$ cat src/hdl/rv_decode_defines.svh
`ifndef RV_DECODE_DEFINES_SVH
`define RV_DECODE_DEFINES_SVH

// RV64I major opcodes
`define OP_LUI      7'b0110111
`define OP_AUIPC    7'b0010111
`define OP_INTIMM   7'b0010011
`define OP_INTREG   7'b0110011
`define OP_INTIMMW  7'b0011011
`define OP_INTREGW  7'b0111011
`define OP_JAL      7'b1101111
`define OP_JALR     7'b1100111
`define OP_BRANCH   7'b1100011
`define OP_LOAD     7'b0000011
`define OP_STORE    7'b0100011
`define OP_FENCE    7'b0001111
`define OP_ENVCSR   7'b1110011

// ALU ops follow funct3, EQ sits above that range
`define ALU_ADDSUB  4'd0
`define ALU_SLT     4'd2
`define ALU_SLTU    4'd3
`define ALU_EQ      4'd8

`define ALUOPT_ADD  1'b0

// Operand 1 source
`define D_OPR1_RS1  2'd0
`define D_OPR1_PC   2'd1
`define D_OPR1_ZERO 2'd2
`define D_OPR1_ZIMM 2'd3

// Operand 2 source
`define D_OPR2_RS2  2'd0
`define D_OPR2_IMM  2'd1
`define D_OPR2_4    2'd2

// Branch type and target base
`define BT_NONE     2'd0
`define BT_JAL      2'd1
`define BT_JALR     2'd2
`define BT_BCOND    2'd3
`define BB_PC       1'b0
`define BB_RS1      1'b1

// Branch conditions as encoded in funct3
`define BC_EQ       3'b000
`define BC_NE       3'b001
`define BC_LT       3'b100
`define BC_GE       3'b101
`define BC_LTU      3'b110
`define BC_GEU      3'b111

// Pipe classes
`define OT_INT      3'd0
`define OT_BRANCH   3'd1
`define OT_LOAD     3'd2
`define OT_STORE    3'd3
`define OT_FENCE    3'd4
`define OT_TRAP     3'd5

// Machine trap causes
`define MCAUSE_ILLEGALI 4'd2
`define MCAUSE_BRKPOINT 4'd3
`define MCAUSE_ECALLMM  4'd11

`endif

$ cat src/hdl/rv_decode_pkg.sv
package rv_decode_pkg;

    typedef logic [31:0] instr_t;
    typedef logic [63:0] xlen_t;
    typedef logic [4:0]  reg_idx_t;
    typedef logic [3:0]  alu_op_t;
    typedef logic [2:0]  op_class_t;
    typedef logic [3:0]  cause_t;

    // Fetched word with its address
    typedef struct packed {
        instr_t instr;
        xlen_t  pc;
    } fetch_t;

    // Decode record handed to the issue pipes
    typedef struct packed {
        // Integer pipe controls
        alu_op_t    op;
        logic       option;
        logic       truncate;
        logic [1:0] br_type;
        logic       br_neg;       // Branch taken when ALU result is 0
        logic       br_base_src;
        logic       br_inj_pc;
        // Load/store pipe controls
        logic       mem_sign;
        logic [1:0] mem_width;
        // Trap pipe controls
        logic [1:0] csr_op;
        logic       mret;
        logic       intr;
        cause_t     cause;
        // Common fields
        op_class_t  op_type;
        logic [1:0] operand1;
        logic [1:0] operand2;
        xlen_t      imm;
        logic       legal;
        logic       wb_en;
        reg_idx_t   rs1;
        reg_idx_t   rs2;
        reg_idx_t   rd;
        logic       fencei;
    } decoded_t;

endpackage

$ cat src/hdl/fetch_latch.sv
`timescale 1ns/1ns

module fetch_latch (
    input  logic                  clk,
    input  logic                  rst_n,
    input  logic                  instr_valid,
    input  logic                  flush,
    input  rv_decode_pkg::fetch_t fetch_in,
    output rv_decode_pkg::fetch_t fetch_q,
    output logic                  fetch_valid
);

    // Word and PC only move on a strobe
    always_ff @(posedge clk) begin
        if (instr_valid) begin
            fetch_q <= fetch_in;
        end
    end

    // Flush drops anything offered in the same cycle
    always_ff @(posedge clk) begin
        if (!rst_n) begin
            fetch_valid <= 1'b0;
        end else if (flush) begin
            fetch_valid <= 1'b0;
        end else begin
            fetch_valid <= instr_valid;
        end
    end

endmodule

$ cat src/hdl/instr_decoder.sv
`timescale 1ns/1ns
`include "rv_decode_defines.svh"

module instr_decoder (
    input  rv_decode_pkg::instr_t   instr,
    output rv_decode_pkg::decoded_t dec
);

    logic [6:0] funct7;
    logic [2:0] funct3;
    logic [6:0] opcode;

    rv_decode_pkg::xlen_t imm_i;
    rv_decode_pkg::xlen_t imm_s;
    rv_decode_pkg::xlen_t imm_b;
    rv_decode_pkg::xlen_t imm_u;
    rv_decode_pkg::xlen_t imm_j;

    assign funct7 = instr[31:25];
    assign funct3 = instr[14:12];
    assign opcode = instr[6:0];

    // Immediates sign extended from bit 31
    assign imm_i = {{52{instr[31]}}, instr[31:20]};
    assign imm_s = {{52{instr[31]}}, instr[31:25], instr[11:7]};
    assign imm_b = {{52{instr[31]}}, instr[7], instr[30:25], instr[11:8], 1'b0};
    assign imm_u = {{32{instr[31]}}, instr[31:12], 12'b0};
    assign imm_j = {{44{instr[31]}}, instr[19:12], instr[20], instr[30:21], 1'b0};

    always_comb begin
        dec = '0;
        dec.rs1 = instr[19:15];
        dec.rs2 = instr[24:20];
        dec.rd = instr[11:7];

        case (opcode)
            `OP_LUI, `OP_AUIPC: begin
                dec.op_type = `OT_INT;
                dec.op = `ALU_ADDSUB;
                dec.option = `ALUOPT_ADD;
                dec.imm = imm_u;
                dec.operand1 = (opcode == `OP_LUI) ? `D_OPR1_ZERO : `D_OPR1_PC;
                dec.operand2 = `D_OPR2_IMM;
                dec.wb_en = 1'b1;
                dec.legal = 1'b1;
            end
            `OP_INTIMM, `OP_INTIMMW: begin
                dec.op_type = `OT_INT;
                dec.op = {1'b0, funct3};
                // srai vs srli
                dec.option = (funct3 == 3'b101) ? funct7[5] : 1'b0;
                dec.truncate = (opcode == `OP_INTIMMW);
                dec.imm = imm_i;
                dec.operand1 = `D_OPR1_RS1;
                dec.operand2 = `D_OPR2_IMM;
                dec.wb_en = 1'b1;
                dec.legal = 1'b1;
                if (opcode == `OP_INTIMM) begin
                    // 6-bit shamt on RV64
                    if (funct3 == 3'b001 && funct7[6:1] != 6'd0)
                        dec.legal = 1'b0;
                    if (funct3 == 3'b101 && (funct7[6] || funct7[4:1] != 4'd0))
                        dec.legal = 1'b0;
                end else begin
                    if (funct3 == 3'b001 && funct7 != 7'd0)
                        dec.legal = 1'b0;
                    else if (funct3 == 3'b101 && (funct7[6] || funct7[4:0] != 5'd0))
                        dec.legal = 1'b0;
                    else if (funct3 != 3'b000 && funct3 != 3'b001 && funct3 != 3'b101)
                        dec.legal = 1'b0;
                end
            end
            `OP_INTREG, `OP_INTREGW: begin
                dec.op_type = `OT_INT;
                dec.op = {1'b0, funct3};
                dec.option = (funct3 == 3'b000 || funct3 == 3'b101) ? funct7[5] : 1'b0;
                dec.truncate = (opcode == `OP_INTREGW);
                dec.operand1 = `D_OPR1_RS1;
                dec.operand2 = `D_OPR2_RS2;
                dec.wb_en = 1'b1;
                dec.legal = 1'b1;
                if (funct3 == 3'b000 || funct3 == 3'b101) begin
                    if (funct7[6] || funct7[4:0] != 5'd0)
                        dec.legal = 1'b0;
                end else if (funct7 != 7'd0) begin
                    dec.legal = 1'b0;
                end else if (opcode == `OP_INTREGW && funct3 != 3'b001) begin
                    dec.legal = 1'b0;
                end
            end
            `OP_JAL, `OP_JALR: begin
                // Link value is PC + 4
                dec.op_type = `OT_BRANCH;
                dec.op = `ALU_ADDSUB;
                dec.option = `ALUOPT_ADD;
                dec.operand1 = `D_OPR1_PC;
                dec.operand2 = `D_OPR2_4;
                dec.wb_en = 1'b1;
                dec.legal = 1'b1;
                if (opcode == `OP_JAL) begin
                    dec.imm = imm_j;
                    dec.br_type = `BT_JAL;
                    dec.br_base_src = `BB_PC;
                end else begin
                    dec.imm = imm_i;
                    dec.br_type = `BT_JALR;
                    dec.br_base_src = `BB_RS1;
                    dec.br_inj_pc = 1'b1;
                end
            end
            `OP_BRANCH: begin
                dec.op_type = `OT_BRANCH;
                dec.imm = imm_b;
                dec.operand1 = `D_OPR1_RS1;
                dec.operand2 = `D_OPR2_RS2;
                dec.br_type = `BT_BCOND;
                dec.br_base_src = `BB_PC;
                dec.legal = 1'b1;
                case (funct3)
                    `BC_EQ:  dec.op = `ALU_EQ;
                    `BC_NE:  {dec.op, dec.br_neg} = {`ALU_EQ, 1'b1};
                    `BC_LT:  dec.op = `ALU_SLT;
                    `BC_GE:  {dec.op, dec.br_neg} = {`ALU_SLT, 1'b1};
                    `BC_LTU: dec.op = `ALU_SLTU;
                    `BC_GEU: {dec.op, dec.br_neg} = {`ALU_SLTU, 1'b1};
                    default: dec.legal = 1'b0;
                endcase
            end
            `OP_LOAD, `OP_STORE: begin
                dec.mem_sign = funct3[2];
                dec.mem_width = funct3[1:0];
                dec.operand1 = `D_OPR1_RS1;
                dec.legal = 1'b1;
                if (opcode == `OP_LOAD) begin
                    dec.op_type = `OT_LOAD;
                    dec.operand2 = `D_OPR2_IMM;
                    dec.imm = imm_i;
                    dec.wb_en = 1'b1;
                    dec.legal = (funct3 != 3'b111);
                end else begin
                    dec.op_type = `OT_STORE;
                    dec.operand2 = `D_OPR2_RS2;
                    dec.imm = imm_s;
                    dec.legal = !funct3[2];
                end
            end
            `OP_FENCE: begin
                dec.op_type = `OT_FENCE;
                if (instr[31:28] == 4'd0 && instr[19:7] == 13'd0) begin
                    dec.legal = 1'b1;
                end else if (instr[31:7] == 25'h0000020) begin
                    dec.fencei = 1'b1;
                    dec.legal = 1'b1;
                end
            end
            `OP_ENVCSR: begin
                dec.op_type = `OT_TRAP;
                if (funct3 == 3'b000) begin
                    if (instr == 32'h0000_0073) begin
                        dec.cause = `MCAUSE_ECALLMM;
                        dec.intr = 1'b1;
                        dec.legal = 1'b1;
                    end else if (instr == 32'h0010_0073) begin
                        dec.cause = `MCAUSE_BRKPOINT;
                        dec.intr = 1'b1;
                        dec.legal = 1'b1;
                    end else if (instr == 32'h3020_0073) begin
                        dec.mret = 1'b1;
                        dec.legal = 1'b1;
                    end
                end else begin
                    // Immediate Zicsr forms take rs1 as zimm
                    dec.csr_op = funct3[1:0];
                    dec.operand1 = funct3[2] ? `D_OPR1_ZIMM : `D_OPR1_RS1;
                    dec.operand2 = `D_OPR2_IMM;
                    dec.imm = imm_i;
                    dec.wb_en = 1'b1;
                    dec.legal = (funct3[1:0] != 2'd0);
                end
            end
            default: dec.legal = 1'b0;
        endcase

        // Unknown or malformed words go to the trap pipe
        if (!dec.legal) begin
            dec.op_type = `OT_TRAP;
            dec.cause = `MCAUSE_ILLEGALI;
            dec.intr = 1'b1;
            dec.mret = 1'b0;
        end
    end

endmodule

$ cat src/hdl/dispatch_register.sv
`timescale 1ns/1ns
`include "rv_decode_defines.svh"

module dispatch_register (
    input  logic                    clk,
    input  logic                    rst_n,
    input  logic                    flush,
    input  logic                    fetch_valid,
    input  rv_decode_pkg::decoded_t dec,
    input  rv_decode_pkg::xlen_t    pc,
    output rv_decode_pkg::decoded_t dec_out,
    output rv_decode_pkg::xlen_t    pc_out,
    output logic                    int_valid,
    output logic                    ls_valid,
    output logic                    trap_valid
);

    logic to_int;
    logic to_ls;
    logic to_trap;

    // Pipe selection by class
    assign to_int  = (dec.op_type == `OT_INT) || (dec.op_type == `OT_BRANCH);
    assign to_ls   = (dec.op_type == `OT_LOAD) || (dec.op_type == `OT_STORE) ||
                     (dec.op_type == `OT_FENCE);
    assign to_trap = (dec.op_type == `OT_TRAP);

    always_ff @(posedge clk) begin
        if (fetch_valid) begin
            dec_out <= dec;
            pc_out  <= pc;
        end
    end

    always_ff @(posedge clk) begin
        if (!rst_n || flush) begin
            int_valid  <= 1'b0;
            ls_valid   <= 1'b0;
            trap_valid <= 1'b0;
        end else begin
            int_valid  <= fetch_valid && to_int;
            ls_valid   <= fetch_valid && to_ls;
            trap_valid <= fetch_valid && to_trap;
        end
    end

endmodule

$ cat src/hdl/decode_stage.sv
`timescale 1ns/1ns

module decode_stage (
    input  logic                    clk,
    input  logic                    rst_n,
    input  logic                    instr_valid,
    input  logic                    flush,
    input  rv_decode_pkg::fetch_t   fetch_in,
    output rv_decode_pkg::decoded_t dec_out,
    output rv_decode_pkg::xlen_t    pc_out,
    output logic                    int_valid,
    output logic                    ls_valid,
    output logic                    trap_valid
);

    rv_decode_pkg::fetch_t   fetch_q;
    logic                    fetch_valid;
    rv_decode_pkg::decoded_t dec;

    fetch_latch u_fetch_latch (
        .clk         (clk),
        .rst_n       (rst_n),
        .instr_valid (instr_valid),
        .flush       (flush),
        .fetch_in    (fetch_in),
        .fetch_q     (fetch_q),
        .fetch_valid (fetch_valid)
    );

    instr_decoder u_instr_decoder (
        .instr (fetch_q.instr),
        .dec   (dec)
    );

    dispatch_register u_dispatch_register (
        .clk         (clk),
        .rst_n       (rst_n),
        .flush       (flush),
        .fetch_valid (fetch_valid),
        .dec         (dec),
        .pc          (fetch_q.pc),
        .dec_out     (dec_out),
        .pc_out      (pc_out),
        .int_valid   (int_valid),
        .ls_valid    (ls_valid),
        .trap_valid  (trap_valid)
    );

endmodule

$ cat config.mk
export PLATFORM = sky130hd
export DESIGN_NAME = decode_stage
export DESIGN_NICKNAME = d
export VERILOG_FILES = /design/src/hdl/rv_decode_pkg.sv /design/src/hdl/fetch_latch.sv /design/src/hdl/instr_decoder.sv /design/src/hdl/dispatch_register.sv /design/src/hdl/decode_stage.sv
export VERILOG_INCLUDE_DIRS = /design/src /design/src/hdl
export SDC_FILE = /design/constraint.sdc
export NUM_CORES = 1
export LEC_CHECK = 0
export BUFFER_PORTS_ARGS = -buffer_cell sky130_fd_sc_hd__buf_2
export CAP_MARGIN = 15
export CORE_MARGIN = 3
export CORE_UTILIZATION = 47
export DETAILED_ROUTE_END_ITERATION = 8
export GPL_TIMING_DRIVEN = 0
export PLACE_DENSITY = 0.81
export SKIP_LAST_GASP = 1
export SLEW_MARGIN = 20
export SYNTH_ARGS = -nofsm -noshare
export SYNTH_HDL_FRONTEND = slang
export SYNTH_HIERARCHICAL = 1
export SYNTH_SLANG_ARGS = --single-unit
$ cat constraint.sdc
create_clock -name clk -period 5.2 [get_ports clk]
set_clock_uncertainty 0.05 [all_clocks]
set_input_delay 0.52 -clock clk [delete_from_list [all_inputs] [get_ports clk]]
set_output_delay 0.52 -clock clk [all_outputs]
set_load 0.05 [all_outputs]
# After elaboration in Yosys (flattened, before gate mapping)
# Index checks and enable logic that the tools add are counted.
dict set report totals {
  register_bits 274
  latch_bits 0
  mem_bits_rw 0
  rom_bits 0
  input_bits 100
  output_inout_bits 178
  elab_cells 161
  n_memories 0
}
dict set report classes {
  addsub 0
  mul 0
  div 0
  magnitude_cmp 0
  n_eq_ne 30
  shifts 0
  n_mux 45
  bitwise_logic 5
  n_reduce_logical 50
}
# op n
set ops {}
lappend ops {{$pmux W64 S6} 1}
lappend ops {{$mux W68} 1}
lappend ops {{$mux W66} 1}
lappend ops {{$eq A32 B21 Y1 const B} 1}
lappend ops {{$eq A32 B30 Y1 const B} 1}
lappend ops {{$eq A32 B7 Y1 const B} 1}
lappend ops {{$eq A7 B6 Y1 const B} 4}
lappend ops {{$eq A7 B7 Y1 const B} 4}
lappend ops {{$eq A25 B6 Y1 const B} 1}
lappend ops {{$mux W1} 24}
lappend ops {{$reduce_or A2 Y1} 11}
lappend ops {{$eq A7 B5 Y1 const B} 3}
lappend ops {{$mux W20} 1}
lappend ops {{$mux W5} 4}
lappend ops {{$pmux W4 S5} 1}
lappend ops {{$eq A3 B3 Y1 const B} 6}
lappend ops {{$logic_not A13 Y1} 1}
lappend ops {{$pmux W3 S4} 1}
lappend ops {{$pmux W4 S3} 1}
lappend ops {{$reduce_or A4 Y1} 3}
lappend ops {{$logic_and A1 B1 Y1} 11}
lappend ops {{$pmux W4 S2} 1}
lappend ops {{$reduce_or A8 Y1} 1}
lappend ops {{$eq A7 B2 Y1 const B} 1}
lappend ops {{other kinds (26)} 45}

# Longest topological paths before layout
# Gate-level depths: netlist of run 1.
dict set report logic_depth {
  word_depth 13
  depth_mapped 9
  mapped_depth_nobuf 8
}

# Modules after synthesis
# Netlist of run 1, hierarchy kept.
# module n_inst cells_per_inst area_each_um2 seq_area_each_um2
set by_module_without_submodules {}
lappend by_module_without_submodules {dispatch_register 1 185 5360.1 5315.1}
lappend by_module_without_submodules {fetch_latch 1 98 2911.5 2902.8}
lappend by_module_without_submodules {instr_decoder 1 233 1516.5 0.0}

# Worst setup path after synthesis of run 1
# No wires, ideal clock.
dict set report synth_timing {
  path_type {reg2reg}
  from {register u_fetch_latch.fetch_valid}
  to {register u_dispatch_register.trap_valid}
  setup_ps 95
  arrival_time_ps 4941
  required_time_ps 5055
  slack_ps 114
  stages_incl_launch_ff 3
  n_path_buf 0
  period_less_slack_ps 5086
  cell_sequence {dfxtp_1 nand3b_1 nor3_1}
}
dict set report synth_via {
  elab_chain_cells 1
}
# element line
set synth_rtl {}
lappend synth_rtl {{start, declared} fetch_latch.sv:10} ;# output logic fetch_valid
lappend synth_rtl {{start signal, assigned} fetch_latch.sv:27} ;# fetch_valid <= instr_valid;
lappend synth_rtl {{$logic_and A1 B1 Y1} dispatch_register.sv:43} ;# trap_valid <= fetch_valid && to_trap;
lappend synth_rtl {{end signal, assigned} dispatch_register.sv:43}
lappend synth_rtl {{end, declared} dispatch_register.sv:15} ;# output logic trap_valid
# No other way between the ends.
# A chain may end at the register's enable or synchronous reset.

==> impl_metrics.env, run 1 <==
export IMPL_outcome="finished, final reports clean"
export IMPL_vias_per_cell=4.92
export IMPL_nets=927
export IMPL_post_route_min_period_ps=2750
export IMPL_clkTransAtPathRegs_ps=60
export IMPL_setup_viol=0
export IMPL_synthTopCellsByArea="edfxtp_1 83%, buf_4 3.8%, a21o_1 1.5%"
export IMPL_relSlewSlack_pct=49.3
export IMPL_grt_pass1_vias=5380
export IMPL_setup_worst_path_start_class="flip-flop"
export IMPL_reg2reg_from="u_fetch_latch/fetch_q[66]"
export IMPL_required_ps=5610
export IMPL_crit_end="u_dispatch_register/ls_valid"
export IMPL_grt_pass1_wl_um=29800
export IMPL_end_kind="flip-flop"
export IMPL_hold_class="input port to flip-flop"
export IMPL_via_count=5484
export IMPL_seq_area_um2=8220
export IMPL_synth_top_cell_area_share_pct=83.1
export IMPL_overflow=0
export IMPL_min_period_over_period_pct=53.0
export IMPL_slew_violations=0
export IMPL_rsz0062_at_grt="no"
export IMPL_setup_worst_path_class="flip-flop to flip-flop"
export IMPL_yosys_warnings=6
export IMPL_syn_num_nets=616
export IMPL_cts_tree="built"
export IMPL_drc=0
export IMPL_r2r_end="u_dispatch_register/ls_valid"
export IMPL_track_usage_pct=17.1
export IMPL_peakVddDrop_mv=0.364
export IMPL_async_flop_share_pct=0
export IMPL_layout_commonest_cell="buf_2"
export IMPL_postRouteAntennaNets=0
export IMPL_worstPathMaxFanout=8
export IMPL_cp_data_arrival_time_ps=3170
export IMPL_ys_types=56
export IMPL_area_delta_synth_final_pct=26.8
export IMPL_pin_count=278
export IMPL_routedWlPerCell_um=18.3
export IMPL_grt_start_max_net_pins=83
export IMPL_fmax_ghz=0.363
export IMPL_finalHoldViolations=0
export IMPL_synth_edff_count=271
export IMPL_synthCells=516
export IMPL_die_h_um=150
export IMPL_antenna_found_initial=3
export IMPL_worstSetupStartpoint="u_fetch_latch/fetch_q[66]"
export IMPL_postCtsResizedCells=0
export IMPL_yosysSeqAreaShare_pct=84.0
export IMPL_p_per_area_nw_per_um2=388
export IMPL_design_core_area_um2=20400
export IMPL_std_cell_rows=52
export IMPL_clk_latency_ps=520
export IMPL_cts_max_level=1
export IMPL_first_pass_iters=4
export IMPL_yosys_area_top_type="edfxtp_1"
export IMPL_worst_slew_pin_slew_ps=758
export IMPL_dpl_hpwl_um=14500
export IMPL_port_buffers=277
export IMPL_cts_buffers=27
export IMPL_multi_input_area_um2=1080
export IMPL_wl_um=20400
export IMPL_cts_hold_buf=0
export IMPL_rr_worst_depth=9
export IMPL_gp_congestion=0.927
export IMPL_post_cts_buffers=0
export IMPL_ys_ff_latch=275
export IMPL_final_cell_mix="279 x buf_2, 271 x edfxtp_1, 50 x buf_4"
export IMPL_cts_buffer_depth=3
export IMPL_fillers=1527
export IMPL_drt_iter0_markers=418
export IMPL_root_buffer="clkbuf_16"
export IMPL_syn_area_per_cell_um2=19.0
export IMPL_drive_gt1_share_pct=45.4
export IMPL_leakagePower_nw=4.72
export IMPL_postLayoutCoreUtil_pct=60.9
export IMPL_start_util_pct=48.1
export IMPL_dieArea_um2=22600
export IMPL_die_w_um=150
export IMPL_synth_ff_type="edfxtp_1"
export IMPL_numClockSinks=275
export IMPL_synthesis_area_um2=9790
export IMPL_fin_area_um2=12400
export IMPL_maxCapViolCount=0
export IMPL_reg2reg_slack_ps=2450
export IMPL_hold_slack_ps=115
export IMPL_dpl_instance_area_um2=11600
metrics by stage:
stage / TNS, ps / total power, W / worst slack, ps / cells
6_report: 0 / 0.00481 / 2450 / 1115
5_1_grt: 0 / 0.00498 / 2310 / 1114
4_1_cts: 0 / 0.00486 / 2460 / 1113
3_5_place_dp: 0 / 0.00317 / 2470 / 1068
3_3_place_gp: -168260 / 0.00316 / -1470 / 1063
2_1_floorplan: 0 / 0.00301 / 114 / 516
cell usage after synthesis (2+ instances only):
cell        n
edfxtp_1  271
buf_4      50
a21o_1     20
nand2_1    18
nor2_1     18
nor3_1     16
o21ai_0    11
and2_1      9
inv_1       9
nand2b_1    6
nand3_1     6
nor4_1      6
a21oi_1     4
a22o_1      4
clkbuf_1    4
dfxtp_1     4
a211oi_1    3
a31oi_1     3
buf_2       3
clkbuf_8    3
nand3b_1    3
nor4b_1     3
or3_1       3
a32o_1      2
a41oi_1     2
and3b_1     2
nand4_1     2
o21a_1      2
xor2_1      2
power breakdown:
| part | total, W | leakage [nW] | internal, W | switching [W] |
|---|---|---|---|---|
| registers | 0.00264 | 2.44 | 0.00258 | 0.0000579 |
| logic | 0.000483 | 1.91 | 0.000130 | 0.000353 |
| clock network | 0.00169 | 0.367 | 0.000949 | 0.000741 |
| total | 0.00481 | 4.72 | 0.00366 | 0.00115 |
registers in the layout (all words and copies together) (netlist names):
name and cells:
u_dispatch_register/int_valid 1, u_dispatch_register/dec_out 111, u_dispatch_register/ls_valid 1, u_fetch_latch/fetch_q 96, u_dispatch_register/pc_out 64, u_fetch_latch/fetch_valid 1, u_dispatch_register/trap_valid 1
critical path: stages (launching register included):
cell and delay, ps:
edfxtp_1 480, nand4bb_1 230, buf_2 190, nor3_1 410, o21a_1 340, a41oi_1 80, and3_4 260, o2bb2ai_1 170
or3b_1 380, a21oi_2 110
worst min-delay path by stage:
stage,from,endpoint,slack [ps],cells after the start
global route,fetch_in[86],u_fetch_latch/fetch_q[86],90,1
global placement,u_fetch_latch/fetch_q[56],u_dispatch_register/pc_out[56],350,0
floorplan,u_fetch_latch/fetch_q[0],u_dispatch_register/pc_out[0],350,0
finish,fetch_in[81],u_fetch_latch/fetch_q[81],120,1
detailed placement,u_fetch_latch/fetch_q[19],u_dispatch_register/pc_out[19],350,0
CTS,fetch_in[87],u_fetch_latch/fetch_q[87],90,1
layout make-up:
| type | instances | area share (%) |
|---|---|---|
| Buffer | 61 | 3.66 |
| Inverter | 9 | 0.272 |
| Tap cell | 270 | 2.72 |
| Timing Repair Buffer | 282 | 12.2 |
| Clock inverter | 10 | 0.434 |
| Clock buffer | 35 | 5.69 |
| Multi-Input combinational cell | 171 | 8.74 |
| Antenna cell | 2 | 0.0403 |
| Sequential cell | 275 | 66.2 |
routing by layer:
| layer | global-route usage, % | routed length (um) | vias up |
|---|---|---|---|
| li1 | - | - | 2562 |
| met1 | 21.6 | 7890 | 2619 |
| met5 | 0 | 21 | - |
| met3 | 5.54 | 1960 | 41 |
| met2 | 28.2 | 9940 | 258 |
| met4 | 5.90 | 583 | 4 |
logic make-up after synthesis:
kind of cell              Yosys count  synth area share [%]
AOI/OAI and AO/OA                  61                  4.64
xor gates and xnor gates            2                 0.179
buffers and inverters              70                  4.99
DFF                               275                  84.0
other                               1                0.0383
and+or+nand+nor                   107                  6.20
Note: power is estimated with default switching activity, not from simulation.
==> run 2, diff against run 1 <==
Clock period 5.2 ns to 2.4 ns, I/O delays scaled along.
==> run 2 against run 1 <==
Compared with the run above: the run now ends with setup timing left; final cell count up 10%; flip-flop and latch count did not move; power rose by 130%; highest routed layer is now met4.
==> impl_metrics.env, run 2 (synthesis results as in run 1) <==
export IMPL_design_core_area_um2=20400
export IMPL_setup_worst_path_start_class="flip-flop"
export IMPL_setup_worst_path_class="flip-flop to flip-flop"
export IMPL_fmax_ghz=0.385
export IMPL_start_util_pct=48.1
export IMPL_detailedPlace_worstSlack_ps=-310
export IMPL_p_per_area_nw_per_um2=802
export IMPL_numClockSinks=275
export IMPL_stdcell_count=1231
export IMPL_clk_latency_ps=530
export IMPL_slowest_stage="edfxtp_1"
export IMPL_cts_tree="built"
export IMPL_wl_um=23100
export IMPL_largest_reg_flops=111
export IMPL_rr_worst_depth=8
export IMPL_root_buffer="clkbuf_16"
export IMPL_required_ps=2810
export IMPL_hold_end="u_fetch_latch/fetch_q[3]"
export IMPL_drive_gt1_share_pct=44.0
export IMPL_grt_pass1_vias=6195
export IMPL_relSlewSlack_pct=57.2
export IMPL_post_route_min_period_ps=2600
export IMPL_slowest_delay_ps=500
export IMPL_combPwrFrac_pct=11.3
export IMPL_hold_class="input port to flip-flop"
export IMPL_seqPwrFrac_pct=52.0
export IMPL_cp_data_arrival_time_ps=3000
export IMPL_pin_count=278
export IMPL_outcome="finished, violations left"
export IMPL_cts_max_level=1
export IMPL_area_delta_synth_final_pct=40.4
export IMPL_top_regs="u_dispatch_register/dec_out: 111 flops, u_fetch_latch/fetch_q: 96 flops, u_dispatch_register/pc_out: 64 flops"
export IMPL_vias_per_cell=4.93
export IMPL_switching_share_pct=23.9
export IMPL_p_int_w=0.00839
export IMPL_min_period_over_period_pct=108
export IMPL_clkTransAtPathRegs_ps=60
export IMPL_cts_buffers=27
export IMPL_layout_commonest_cell="buf_2"
export IMPL_first_pass_iters=5
export IMPL_drt_iter0_markers=397
export IMPL_end_kind="flip-flop"
export IMPL_die_h_um=150
export IMPL_track_usage_pct=20.1
export IMPL_finalHoldViolations=0
export IMPL_reg2reg_slack_ps=-200
export IMPL_fin_area_um2=13700
export IMPL_setup_ws_ps=-198
export IMPL_std_cell_rows=52
export IMPL_clock_power_share_pct=36.8
export IMPL_path_depth=8
export IMPL_postRouteAntennaNets=0
export IMPL_leakagePower_nw=5.29
export IMPL_antennaDiodeCount=0
export IMPL_peakVddDrop_mv=0.677
export IMPL_gp_congestion=0.892
export IMPL_r2r_end="u_dispatch_register/ls_valid"
export IMPL_p_sw_w=0.00263
export IMPL_slew_violations=0
export IMPL_antenna_found_initial=0
export IMPL_crit_buf_inv=0
export IMPL_whs_path_depth=1
export IMPL_dpl_hpwl_um=14400
export IMPL_min_from="instr_valid"
export IMPL_worstPathMaxFanout=4
export IMPL_maxCapViolCount=0
export IMPL_setup_viol=3
export IMPL_violations="setup timing"
export IMPL_rsz0062_at_grt="yes"
export IMPL_grt_start_max_net_pins=76
export IMPL_crit_path_cell_trace="or3_4 > nor3_4 > a221oi_2 > or4_1 > and3_4 > o2bb2ai_2 > or3b_4 > a21oi_2"
export IMPL_reg2reg_from="u_fetch_latch/fetch_q[93]"
export IMPL_die_w_um=150
export IMPL_regMostFlops="u_dispatch_register/dec_out"
export IMPL_nets=1042
export IMPL_worst_slew_pin_slew_ps=638
export IMPL_via_count=6074
export IMPL_dp_cells=1067
export IMPL_finalSetupTns_ps=-418
export IMPL_drc=0
export IMPL_grt_pass1_wl_um=34800
export IMPL_dieArea_um2=22600
export IMPL_cts_buffer_depth=3
export IMPL_routedWlPerCell_um=18.8
export IMPL_dpl_instance_area_um2=11600
export IMPL_cp_top_family="simple AND/OR/NAND/NOR gates"
export IMPL_overflow=0
export IMPL_postLayoutCoreUtil_pct=67.5
export IMPL_final_cell_mix="276 x buf_2, 271 x edfxtp_1, 99 x dlygate4sd3_1"
export IMPL_port_buffers=277
-- run 2: per-stage QoR --
| stage | hold WS (ps) | total power [W] |
|---|---|---|
| after floorplan | 289 | 0.00651 |
| after global placement | 350 | 0.00684 |
| after detailed placement | 355 | 0.00688 |
| after CTS | 12.7 | 0.0111 |
| after global routing | 19.6 | 0.0114 |
| final | 26.0 | 0.0110 |
-- run 2: routing by layer --
metal | vias to the layer above | wire length, um | share of wire (%) | global-route usage, %
met2 | 296 | 11600 | 50 | 34.4
met3 | 31 | 2070 | 8.9 | 5.63
li1 | 2793 | - | - | -
met1 | 2954 | 8970 | 39 | 25.4
met5 | - | 0 | 0 | 0
met4 | 0 | 414 | 1.8 | 5.08
-- run 2: power groups by stage --
stage / Combinational, W / Clock (W) / Sequential, W
2_1_floorplan: 0.000197 / 0 / 0.00631
3_3_place_gp: 0.000986 / 0 / 0.00585
3_5_place_dp: 0.00105 / 0 / 0.00582
4_1_cts: 0.00121 / 0.00412 / 0.00572
5_1_grt: 0.00130 / 0.00433 / 0.00575
6_report: 0.00124 / 0.00405 / 0.00573
-- run 2: cell type report --
cell class                      count  area, um^2
Sequential cell                   275        8220
Multi-Input combinational cell    172        1210
Fill cell                        1351        6620
Tap cell                          270         338
Clock inverter                     15         153
Timing Repair Buffer              396        2620
Inverter                            9        33.8
Buffer                             61         463
Clock buffer                       33         698
-- run 2: what timing repair did --
item | CTS | global route
hold endpoints to repair | 98 | 0
resized for setup | 12 | 14
cloned | 1 | 0
buffers inserted | 8 | 8
pin swaps | 5 | 3
setup endpoints to repair | 55 | 49
hold buffers | 99 | 0
-- run 2: worst max-delay path by stage --
stage                         startpoint                         endpoint  slack [ps]
6_report       u_fetch_latch/fetch_q[93]     u_dispatch_register/ls_valid        -200
5_1_grt        u_fetch_latch/fetch_q[93]     u_dispatch_register/ls_valid        -290
4_1_cts        u_fetch_latch/fetch_q[92]  u_dispatch_register/dec_out[93]        -160
3_5_place_dp   u_fetch_latch/fetch_q[92]     u_dispatch_register/ls_valid        -310
3_3_place_gp   u_fetch_latch/fetch_q[70]  u_dispatch_register/dec_out[49]        -350
2_1_floorplan  u_fetch_latch/fetch_q[91]     u_dispatch_register/ls_valid         -30
